<file path="src/hw/bignum_pkg.sv">
package bignum_pkg;

    // operand geometry.
    localparam int word_w    = 32;
    localparam int num_words = 8;
    localparam int idx_w     = $clog2(num_words);
    localparam int bank_w    = 2;

    typedef logic [word_w-1:0] word_t;
    typedef logic [idx_w-1:0]  idx_t;
    typedef logic [bank_w-1:0] bank_t;

    // index of the most significant word.
    localparam idx_t last_idx = idx_t'(num_words - 1);

    // bank selectors of the operand store.
    localparam bank_t bank_a = 2'd0;
    localparam bank_t bank_b = 2'd1;
    localparam bank_t bank_r = 2'd2;

endpackage

</file>
<file path="src/hw/cop_cmd_pkg.sv">
package cop_cmd_pkg;

    // host commands. codes 6 and 7 are unused.
    typedef enum logic [2:0] {
        op_load_a = 3'd0,
        op_load_b = 3'd1,
        op_read_r = 3'd2,
        op_add    = 3'd3,
        op_sub    = 3'd4,
        op_cmp    = 3'd5
    } op_t;

    // magnitude verdict of a against b.
    typedef enum logic [1:0] {
        cmp_eq = 2'd0,
        cmp_gt = 2'd1,
        cmp_lt = 2'd3
    } cmp_t;

    typedef enum logic [2:0] {
        idle,
        write,
        read,
        read_out,
        sweep,
        drain,
        finish
    } seq_state_t;

endpackage

</file>
<file path="src/hw/operand_ram.sv">
module operand_ram
    import bignum_pkg::*;
(
    input  logic  clk,
    input  logic  we,
    input  bank_t wbank,
    input  idx_t  widx,
    input  word_t wword,
    input  idx_t  ridx,
    input  logic  rsel_r,
    output word_t word_a,
    output word_t word_b
);

    word_t mem_a [num_words];
    word_t mem_b [num_words];
    word_t mem_r [num_words];

    always_ff @(posedge clk) begin
        if (we) begin
            case (wbank)
                bank_a:  mem_a[widx] <= wword;
                bank_b:  mem_b[widx] <= wword;
                bank_r:  mem_r[widx] <= wword;
                default: ; // bank 3 does not exist.
            endcase
        end
    end

    // both ports share one index.
    always_ff @(posedge clk) begin
        if (rsel_r) begin
            word_a <= mem_r[ridx];
        end else begin
            word_a <= mem_a[ridx];
        end
        word_b <= mem_b[ridx];
    end

endmodule

</file>
<file path="src/hw/word_addsub.sv">
module word_addsub
    import bignum_pkg::*;
(
    input  logic  clk,
    input  logic  stb,
    input  logic  en,
    input  logic  first,
    input  logic  sub,
    input  word_t a,
    input  word_t b,
    output word_t sum,
    output logic  carry
);

    word_t             b_in;
    logic              cin;
    logic [word_w:0]   total;

    // subtract is a plus not b plus one.
    always_comb begin
        b_in  = sub ? ~b : b;
        cin   = first ? sub : carry;
        total = {1'b0, a} + {1'b0, b_in} + {{word_w{1'b0}}, cin};
    end

    always_ff @(posedge clk or posedge stb) begin
        if (stb) begin
            carry <= 1'b0;
        end else if (en) begin
            carry <= total[word_w]; // chained into the next word.
        end
    end

    always_ff @(posedge clk) begin
        if (en) begin
            sum <= total[word_w-1:0];
        end
    end

endmodule

</file>
<file path="src/hw/word_compare.sv">
module word_compare
    import bignum_pkg::*;
    import cop_cmd_pkg::*;
(
    input  logic  clk,
    input  logic  stb,
    input  logic  en,
    input  logic  first,
    input  word_t a,
    input  word_t b,
    output cmp_t  verdict
);

    cmp_t word_v;

    always_comb begin
        if (a == b) begin
            word_v = cmp_eq;
        end else if (a > b) begin
            word_v = cmp_gt;
        end else begin
            word_v = cmp_lt;
        end
    end

    // words arrive low to high, so a later difference wins.
    always_ff @(posedge clk or posedge stb) begin
        if (stb) begin
            verdict <= cmp_eq;
        end else if (en) begin
            if (first) begin
                verdict <= word_v;
            end else if (word_v != cmp_eq) begin
                verdict <= word_v;
            end
        end
    end

endmodule

</file>
<file path="src/hw/cop_sequencer.sv">
module cop_sequencer
    import bignum_pkg::*;
    import cop_cmd_pkg::*;
(
    input  logic  clk,
    input  logic  stb,
    input  logic  start,
    input  op_t   op,
    input  idx_t  idx,
    input  word_t wdata,
    output logic  we,
    output bank_t wbank,
    output idx_t  widx,
    output word_t wword,
    output idx_t  ridx,
    output logic  rsel_r,
    input  word_t word_a,
    output logic  unit_en,
    output logic  unit_first,
    output logic  unit_sub,
    input  word_t sum,
    input  logic  sum_carry,
    input  cmp_t  verdict,
    output logic  busy,
    output logic  done,
    output word_t rdata,
    output cmp_t  cmp_res,
    output logic  carry
);

    seq_state_t state;
    op_t        cur_op;
    word_t      cur_data;
    logic       issue_v;
    logic       res_v;
    idx_t       idx_d1;
    idx_t       idx_d2;
    logic       load_w;

    assign load_w = (state == write);

    always_ff @(posedge clk or posedge stb) begin
        if (stb) begin
            state      <= idle;
            cur_op     <= op_load_a;
            ridx       <= '0;
            issue_v    <= 1'b0;
            unit_en    <= 1'b0;
            unit_first <= 1'b0;
            res_v      <= 1'b0;
            done       <= 1'b0;
            rdata      <= '0;
            cmp_res    <= cmp_eq;
            carry      <= 1'b0;
        end else begin
            done       <= 1'b0;
            unit_en    <= issue_v; // word arrives one cycle after its index.
            unit_first <= issue_v && (ridx == '0);
            res_v      <= unit_en;
            case (state)
                idle: begin
                    if (start) begin
                        cur_op <= op;
                        ridx   <= idx;
                        case (op)
                            op_load_a, op_load_b: begin
                                state <= write;
                            end
                            op_read_r: begin
                                state <= read;
                            end
                            op_add, op_sub, op_cmp: begin
                                ridx    <= '0;
                                issue_v <= 1'b1;
                                state   <= sweep;
                            end
                            default: begin
                                state <= finish; // unused code is just acknowledged.
                            end
                        endcase
                    end
                end
                write: begin
                    state <= finish;
                end
                read: begin
                    state <= read_out;
                end
                read_out: begin
                    rdata <= word_a;
                    state <= finish;
                end
                sweep: begin
                    if (ridx == last_idx) begin
                        issue_v <= 1'b0;
                        state   <= drain;
                    end else begin
                        ridx <= ridx + 1'b1;
                    end
                end
                drain: begin
                    // wait until the last result has been written.
                    if (!unit_en && !res_v) begin
                        state <= finish;
                    end
                end
                finish: begin
                    done  <= 1'b1;
                    state <= idle;
                    if ((cur_op == op_add) || (cur_op == op_sub)) begin
                        carry <= sum_carry;
                    end
                    if (cur_op == op_cmp) begin
                        cmp_res <= verdict;
                    end
                end
                default: begin
                    state <= idle;
                end
            endcase
        end
    end

    always_ff @(posedge clk) begin
        if ((state == idle) && start) begin
            cur_data <= wdata;
        end
        idx_d1 <= ridx;   // index of the word at the units.
        idx_d2 <= idx_d1; // index of the unit result.
    end

    always_comb begin
        we     = load_w || (res_v && (cur_op != op_cmp));
        wbank  = bank_r;
        widx   = idx_d2;
        wword  = sum;
        if (load_w) begin
            wbank = (cur_op == op_load_b) ? bank_b : bank_a;
            widx  = ridx;
            wword = cur_data;
        end
    end

    assign rsel_r   = (cur_op == op_read_r);
    assign unit_sub = (cur_op == op_sub);
    assign busy     = (state != idle);

endmodule

</file>
<file path="src/hw/bignum_cop.sv">
module bignum_cop
    import bignum_pkg::*;
    import cop_cmd_pkg::*;
(
    input  logic  clk,
    input  logic  stb,
    input  logic  start,
    input  op_t   op,
    input  idx_t  idx,
    input  word_t wdata,
    output logic  busy,
    output logic  done,
    output word_t rdata,
    output cmp_t  cmp_res,
    output logic  carry
);

    logic  we;
    bank_t wbank;
    idx_t  widx;
    word_t wword;
    idx_t  ridx;
    logic  rsel_r;
    word_t word_a;
    word_t word_b;
    logic  unit_en;
    logic  unit_first;
    logic  unit_sub;
    word_t sum;
    logic  sum_carry;
    cmp_t  verdict;

    operand_ram u_ram (
        .clk    (clk),
        .we     (we),
        .wbank  (wbank),
        .widx   (widx),
        .wword  (wword),
        .ridx   (ridx),
        .rsel_r (rsel_r),
        .word_a (word_a),
        .word_b (word_b)
    );

    word_addsub u_addsub (
        .clk   (clk),
        .stb   (stb),
        .en    (unit_en),
        .first (unit_first),
        .sub   (unit_sub),
        .a     (word_a),
        .b     (word_b),
        .sum   (sum),
        .carry (sum_carry)
    );

    word_compare u_compare (
        .clk     (clk),
        .stb     (stb),
        .en      (unit_en),
        .first   (unit_first),
        .a       (word_a),
        .b       (word_b),
        .verdict (verdict)
    );

    cop_sequencer u_seq (
        .clk        (clk),
        .stb        (stb),
        .start      (start),
        .op         (op),
        .idx        (idx),
        .wdata      (wdata),
        .we         (we),
        .wbank      (wbank),
        .widx       (widx),
        .wword      (wword),
        .ridx       (ridx),
        .rsel_r     (rsel_r),
        .word_a     (word_a),
        .unit_en    (unit_en),
        .unit_first (unit_first),
        .unit_sub   (unit_sub),
        .sum        (sum),
        .sum_carry  (sum_carry),
        .verdict    (verdict),
        .busy       (busy),
        .done       (done),
        .rdata      (rdata),
        .cmp_res    (cmp_res),
        .carry      (carry)
    );

endmodule

</file>
<file path="config.mk">
export PLATFORM = sky130hd
export DESIGN_NAME = bignum_cop
export DESIGN_NICKNAME = d
export VERILOG_FILES = /design/src/hw/bignum_pkg.sv /design/src/hw/cop_cmd_pkg.sv /design/src/hw/operand_ram.sv /design/src/hw/word_addsub.sv /design/src/hw/word_compare.sv /design/src/hw/cop_sequencer.sv /design/src/hw/bignum_cop.sv
export SDC_FILE = /design/constraint.sdc
export NUM_CORES = 1
export LEC_CHECK = 0
export BUFFER_PORTS_ARGS = -buffer_cell sky130_fd_sc_hd__buf_2
export CORE_MARGIN = 2
export CORE_UTILIZATION = 43
export DETAILED_ROUTE_END_ITERATION = 10
export GPL_ROUTABILITY_DRIVEN = 1
export HOLD_SLACK_MARGIN = 0.03
export SYNTH_ARGS = -nofsm -noshare
export SYNTH_HDL_FRONTEND = slang
export SYNTH_SLANG_ARGS = --single-unit
export TNS_END_PERCENT = 1
</file>
<file path="constraint.sdc">
create_clock -name clk -period 5.28 [get_ports clk]
set_input_delay 0.264 -clock clk [delete_from_list [all_inputs] [get_ports clk]]
set_output_delay 0.264 -clock clk [all_outputs]
set_load 0.03 [all_outputs]
</file>
==> results of run 1 <==
cells by family after synthesis:
logic type,count (synthesis),synth area share
compound gates,153,0.0277
xor+xnor,57,0.0132
fa+ha+maj,68,0.0230
buf+inv,129,0.0141
flops,954,0.735
mux,293,0.154
simple gates,272,0.0328
power by group through the flow:
stage	registers, mW	clock network, mW	logic, mW
CTS	12.1	6.71	10.5
detailed placement	12.3	0	10.4
floorplan	11.9	0	7.30
finish	12.1	6.58	10.4
global route	12.2	7.00	11.4
global placement	12.2	0	10.2
worst max-delay path, stage by stage, from the launching register on:
cell and delay [ns]:
dfrtp_1 0.46, nand2b_1 0.24, or2_2 0.31, buf_4 0.28, o21ai_1 0.66, nand2_1 0.42, nor2_4 0.85, buf_12 0.24
layout make-up:
| cell class | count | area (µm²) | share of cell area |
|---|---|---|---|
| Inverter | 48 | 180 | 0.00417 |
| Timing Repair Buffer | 156 | 1230 | 0.0284 |
| Sequential cell | 954 | 27700 | 0.640 |
| Multi-Input combinational cell | 843 | 9660 | 0.223 |
| Antenna cell | 1 | 2.50 | 0.0000579 |
| Tap cell | 1155 | 1450 | 0.0334 |
| Clock inverter | 51 | 475 | 0.0110 |
| Clock buffer | 124 | 2560 | 0.0591 |
routing by layer:
| metal | up-vias | share of wire | GRT usage |
|---|---|---|---|
| met1 | 10100 | 0.42 | 0.294 |
| met4 | 0 | 0.035 | 0.0770 |
| met2 | 647 | 0.47 | 0.332 |
| met5 | - | 0 | 0 |
| met3 | 143 | 0.068 | 0.0375 |
| li1 | 8074 | - | - |
how the worst max path moves through the flow:
stage,start,endpoint,cells past startpoint
2_1_floorplan,u_seq.ridx[0],u_ram.mem_r[1][0],5
3_3_place_gp,u_seq.cur_op[0],u_addsub.sum[30],13
3_5_place_dp,u_seq.cur_op[1],u_addsub.sum[30],13
4_1_cts,u_seq.cur_op[1],u_addsub.sum[30],13
5_1_grt,u_seq.cur_op[1],u_addsub.sum[30],13
6_report,u_seq.state[2],u_ram.mem_b[3][9],7
cell usage after synthesis, drive strengths merged, types with 11 or more instances:
| library cell | count | area, µm² |
|---|---|---|
| a21o | 23 | 174 |
| a21oi | 49 | 257 |
| buf | 34 | 175 |
| clkbuf | 47 | 176 |
| dfrtp | 52 | 1300 |
| dfxtp | 70 | 1400 |
| edfxtp | 832 | 25000 |
| ha | 66 | 826 |
| inv | 48 | 180 |
| mux2 | 69 | 777 |
| mux4 | 224 | 5040 |
| nand2 | 140 | 526 |
| nand3 | 15 | 80.1 |
| nand4 | 11 | 68.8 |
| nor2 | 49 | 184 |
| o21ai | 29 | 149 |
| xnor2 | 46 | 403 |
| xor2 | 11 | 96.3 |
registers in the layout, indices dropped and copies added, names as in the netlist:
signal	cells
u_ram.mem_a	256
u_ram.mem_b	256
u_ram.mem_r	256
u_addsub.sum	32
u_ram.word_a	32
u_ram.word_b	32
u_seq.cur_data	32
u_seq.rdata	32
u_seq.cur_op	3
u_seq.idx_d1	3
u_seq.idx_d2	3
u_seq.ridx	3
u_seq.state	3
u_compare.verdict	2
u_seq.cmp_res	2
u_addsub.carry	1
u_seq.carry	1
u_seq.done	1
u_seq.issue_v	1
u_seq.res_v	1
u_seq.unit_en	1
u_seq.unit_first	1
through the flow:
step	cell area (µm²)	setup WS, ns	hold slack, ns	cells
final	43200	1.49	0.0765	3332
after global routing	43200	1.24	0.0655	3331
after CTS	43200	1.54	0.0390	3331
after global placement	39800	1.59	0.313	3117
after detailed placement	39800	1.53	0.313	3117
after floorplan	37700	0.413	0.310	1926
==> flow_metrics.env, run 1 <==
export IMPL_detail_route_antenna_nets=0
export IMPL_min_to="u_seq.ridx[0]"
export IMPL_clockBufferDepth=3
export IMPL_post_cts_buffers=0
export IMPL_hold_path_depth=4
export IMPL_cts_made_buffers=94
export IMPL_final_util=0.499
export IMPL_hold_violations=0
export IMPL_grt_usage=0.210
export IMPL_io_buffers=77
export IMPL_ios=78
export IMPL_drc=0
export IMPL_h_tree_depth=3
export IMPL_reg2reg_depth=7
export IMPL_synth_async_sr_flop_share=0.0545
export IMPL_drt_iter0_markers=1966
export IMPL_die_h_um=300
export IMPL_criticalPathCategory="reg2reg"
export IMPL_cp_max_fo=37
export IMPL_path_clk_slew_ns=0.06
export IMPL_p_sw_mw=10.1
export IMPL_max_freq_mhz=264
export IMPL_cap_violations=0
export IMPL_clock_latency_ns=0.64
export IMPL_power_internal_mw=19.0
export IMPL_clock_sinks=954
export IMPL_finClkSkew_ns=0.0140
export IMPL_tightest_slew_ns=1.05
export IMPL_nets=2206
export IMPL_cts_root_buf="clkbuf_16"
export IMPL_power_total_mw=29.1
export IMPL_dpl_hpwl_um=53800
export IMPL_r2r_setup_slack_ns=1.49
export IMPL_mostFrequentLayoutCell="edfxtp_1"
export IMPL_final_cell_mix="edfxtp_1 (832), mux4_2 (224), nand2_1 (139)"
export IMPL_cts_tree="done"
export IMPL_outcome="completed"
export IMPL_synth_ff_type="edfxtp_1"
export IMPL_ctsHoldBuffers=39
export IMPL_antenna_found_initial=1
export IMPL_synth_nets=2035
export IMPL_core_area_um2=86800
export IMPL_avgSynthCellArea_um2=19.6
export IMPL_start_util=0.434
export IMPL_layout_drive_gt1_share=0.275
export IMPL_crit_path_start_kind="register"
export IMPL_min_from="idx[0]"
export IMPL_fin_crit_ns=3.79
export IMPL_power_frac_comb=0.359
export IMPL_wire_per_inst_um=28.0
export IMPL_synth_edff_count=832
export IMPL_tns_ns=0
export IMPL_clkPwrFrac=0.226
export IMPL_syn_area_um2=37700
export IMPL_dieArea_um2=90000
export IMPL_cp_data_required_time_ns=5.63
export IMPL_area_growth_pct=14.8
export IMPL_cp_arrival_ns=4.13
export IMPL_synth_seq_area_share=0.735
export IMPL_routed_via_count=18900
export IMPL_routed_via_density=5.68
export IMPL_grt_pass1_vias=19900
export IMPL_power_leakage_nw=14.6
export IMPL_synth_cell_types=67
export IMPL_reg2reg_to="u_ram.mem_b[3][9]"
export IMPL_grt_max_degree=93
export IMPL_pwr_share_seq=0.415
export IMPL_r2r_start="u_seq.state[2]"
export IMPL_switching_share=0.347
export IMPL_routed_wl_um=93200
export IMPL_gp_congestion=0.880
export IMPL_drtPass1Iterations=5
export IMPL_rsz0062_at_grt="no"
export IMPL_overflow=0
export IMPL_yosysWarningCount=0
export IMPL_die_w_um=300
export IMPL_hp_class="in2reg"
export IMPL_drv_slew=0
export IMPL_fillers=7042
export IMPL_synth_seq_cells=954
export IMPL_post_cts_resized=0
export IMPL_peakVddDrop_mv=0.778
export IMPL_row_count=108
export IMPL_maxSlewHeadroom=0.302
export IMPL_endpoint_kind="register"
export IMPL_finalSetupViolCount=0
export IMPL_grt_pass1_wl_um=135000
export IMPL_power_density_nw_per_um2=673
export IMPL_syn_instance_count=1926
export IMPL_fin_crit_sh=0.717
Power figures use the tool's default switching activity.
==> run 2, diff against run 1 <==
==> constraint.sdc (replaced) <==
create_clock -name clk -period 3.5 [get_ports clk]
set_input_delay 0.175 -clock clk [delete_from_list [all_inputs] [get_ports clk]]
set_output_delay 0.175 -clock clk [all_outputs]
set_load 0.03 [all_outputs]
==> run 2 against run 1 <==
  * Flip-flop and latch count unchanged
  * Worst setup slack got worse by 1.3 ns
  * Largest power group unchanged
  * Critical endpoint is now u_addsub.sum[30]
  * Sequential share of layout area decreased by 0.80 points
==> flow_metrics.env, run 2 (synthesis gave the netlist of run 1 again) <==
export IMPL_start_util=0.434
export IMPL_die_h_um=300
export IMPL_fin_hold_ws_ns=0.234
export IMPL_drv_slew=0
export IMPL_r2r_setup_slack_ns=0.23
export IMPL_power_total_mw=44.6
export IMPL_crit_path_start_kind="register"
export IMPL_routed_via_density=5.61
export IMPL_criticalPathCategory="reg2reg"
export IMPL_ios=78
export IMPL_max_freq_mhz=306
export IMPL_grt_max_degree=91
export IMPL_fin_ws_ns=0.229
export IMPL_cap_violations=0
export IMPL_cp_data_required_time_ns=3.88
export IMPL_nets=2241
export IMPL_maxSlewHeadroom=0.316
export IMPL_path_cells="nor3b_4, xor2_1, fa_1, inv_1, fa_1, nand2b_1, a21oi_2, o211ai_2, a31o_2, o41ai_4, a221oi_2, xnor2_1"
export IMPL_grt_usage=0.202
export IMPL_endpoint_kind="register"
export IMPL_outcome="completed"
export IMPL_hold_violations=0
export IMPL_clockBufferDepth=3
export IMPL_power_internal_mw=29.4
export IMPL_post_cts_buffers=0
export IMPL_detail_route_antenna_nets=0
export IMPL_tightest_slew_ns=1.03
export IMPL_place_inst=3151
export IMPL_area_growth_pct=16.2
export IMPL_fin_crit_ns=3.27
export IMPL_hp_class="in2reg"
export IMPL_critPathSlowestCell="dfrtp_1"
export IMPL_gp_congestion=0.905
export IMPL_grt_pass1_vias=19800
export IMPL_cp_max_fo=4
export IMPL_clock_latency_ns=0.65
export IMPL_multiInputGateArea_um2=9700
export IMPL_core_area_um2=86800
export IMPL_drt_iter0_markers=1789
export IMPL_cp_num_buf_inv=1
export IMPL_antenna_found_initial=3
export IMPL_mostFrequentLayoutCell="edfxtp_1"
export IMPL_power_density_nw_per_um2=1020
export IMPL_r2r_start="u_seq.cur_op[1]"
export IMPL_dieArea_um2=90000
export IMPL_slowest_delay_ns=0.41
export IMPL_finalNonFillerCells=3369
export IMPL_rsz0062_at_grt="no"
export IMPL_row_count=108
export IMPL_pwr_share_seq=0.404
export IMPL_final_cell_mix="edfxtp_1 (832), mux4_2 (224), nand2_1 (139)"
export IMPL_finClkSkew_ns=0.0223
export IMPL_h_tree_depth=3
export IMPL_cts_tree="done"
export IMPL_path_clk_slew_ns=0.06
export IMPL_cp_startpoint="u_seq.cur_op[1]"
export IMPL_cp_common_cell="fa_1"
export IMPL_routed_via_count=18900
export IMPL_clock_sinks=954
export IMPL_clkPwrFrac=0.233
export IMPL_io_buffers=77
export IMPL_largest_registers="u_ram.mem_a x256, u_ram.mem_b x256, u_ram.mem_r x256"
export IMPL_power_leakage_nw=14.9
export IMPL_dpl_hpwl_um=54900
export IMPL_cpLargestDelayFamily="compound AO/OA/AOI/OAI gates"
export IMPL_ff_latch_area_um2=27700
export IMPL_switching_share=0.341
export IMPL_power_frac_comb=0.363
export IMPL_finalSetupViolCount=0
export IMPL_drc=0
export IMPL_wire_per_inst_um=26.7
export IMPL_die_w_um=300
export IMPL_cts_root_buf="clkbuf_16"
export IMPL_grt_pass1_wl_um=132000
export IMPL_routed_wl_um=90100
export IMPL_peakVddDrop_mv=0.614
export IMPL_overflow=0
export IMPL_layout_drive_gt1_share=0.287
export IMPL_drtPass1Iterations=5
export IMPL_fillers=6999
export IMPL_p_sw_mw=15.2
export IMPL_fin_crit_sh=0.935
export IMPL_cp_arrival_ns=3.66
export IMPL_min_from="wdata[3]"
export IMPL_cts_made_buffers=94
export IMPL_post_place_ws_ns=0.0301
==> run 2: changes by cell type in the layout (fill, tap and decap cells not counted), sizes merged <==
cell,before,now
dlygate4sd3,39,40
bufinv,7,12
clkinv,34,25
clkbuf,124,135
clkinvlp,5,3
buf,117,151
inv,53,50
==> run 2: worst reg2reg max path, cell delays in order (launching register included) <==
cell,delay [ns]
dfrtp_1,0.41
nor3b_4,0.30
xor2_1,0.21
fa_1,0.22
inv_1,0.06
fa_1,0.41
nand2b_1,0.19
a21oi_2,0.21
o211ai_2,0.15
a31o_2,0.29
o41ai_4,0.32
a221oi_2,0.12
xnor2_1,0.13
==> run 2: cell type report <==
type	count	area share
clock inverters	42	0.0131
inverters	48	0.00411
flip-flops and latches	954	0.632
well taps	1155	0.0330
clock buffers	135	0.0605
diodes	1	0.0000571
multi-input cells	843	0.221
repair buffers	191	0.0353
==> run 2: layer usage <==
layer	GRT usage	up-vias	wire [µm]
li1	-	8115	-
met3	0.0271	119	4830
met4	0.0580	0	2020
met1	0.276	10100	38300
met2	0.340	564	45000
met5	0	-	0
==> run 2: worst paths after layout <==
check | to | cells after the start
setup / recovery | u_addsub.sum[30] | 12
min in group asynchronous | u_seq.rdata[4] | 3
hold / removal | u_seq.cur_data[3] | 2
max in group asynchronous | u_seq.rdata[22] | 4
setup reg to reg | u_addsub.sum[30] | 12
hold reg to reg | u_seq.idx_d2[0] | 0
==> run 2: power groups by stage <==
stage	registers (mW)	clock network [mW]	logic [mW]
finish	18.0	10.4	16.2
global route	18.2	11.0	17.5
CTS	18.0	10.6	16.2
detailed placement	18.3	0	16.1
global placement	18.2	0	15.8
floorplan	17.9	0	11.0
==> run 2: per-stage QoR <==
| step | instance area [µm²] | util | setup TNS, ns |
|---|---|---|---|
| after detailed placement | 40100 | 0.463 | 0 |
| after CTS | 43800 | 0.505 | 0 |
| after floorplan | 37700 | - | -29.60 |
| after global placement | 40100 | 0.463 | 0 |
| after global routing | 43800 | 0.505 | 0 |
| final | 43800 | 0.505 | 0 |
==> run 2: what timing repair did <==
| item | CTS | global route |
|---|---|---|
| endpoints found under the hold margin | 80 | 0 |
| setup endpoints to repair | 0 | 8 |
| hold buffers | 40 | 0 |
| resized for setup | 0 | 3 |
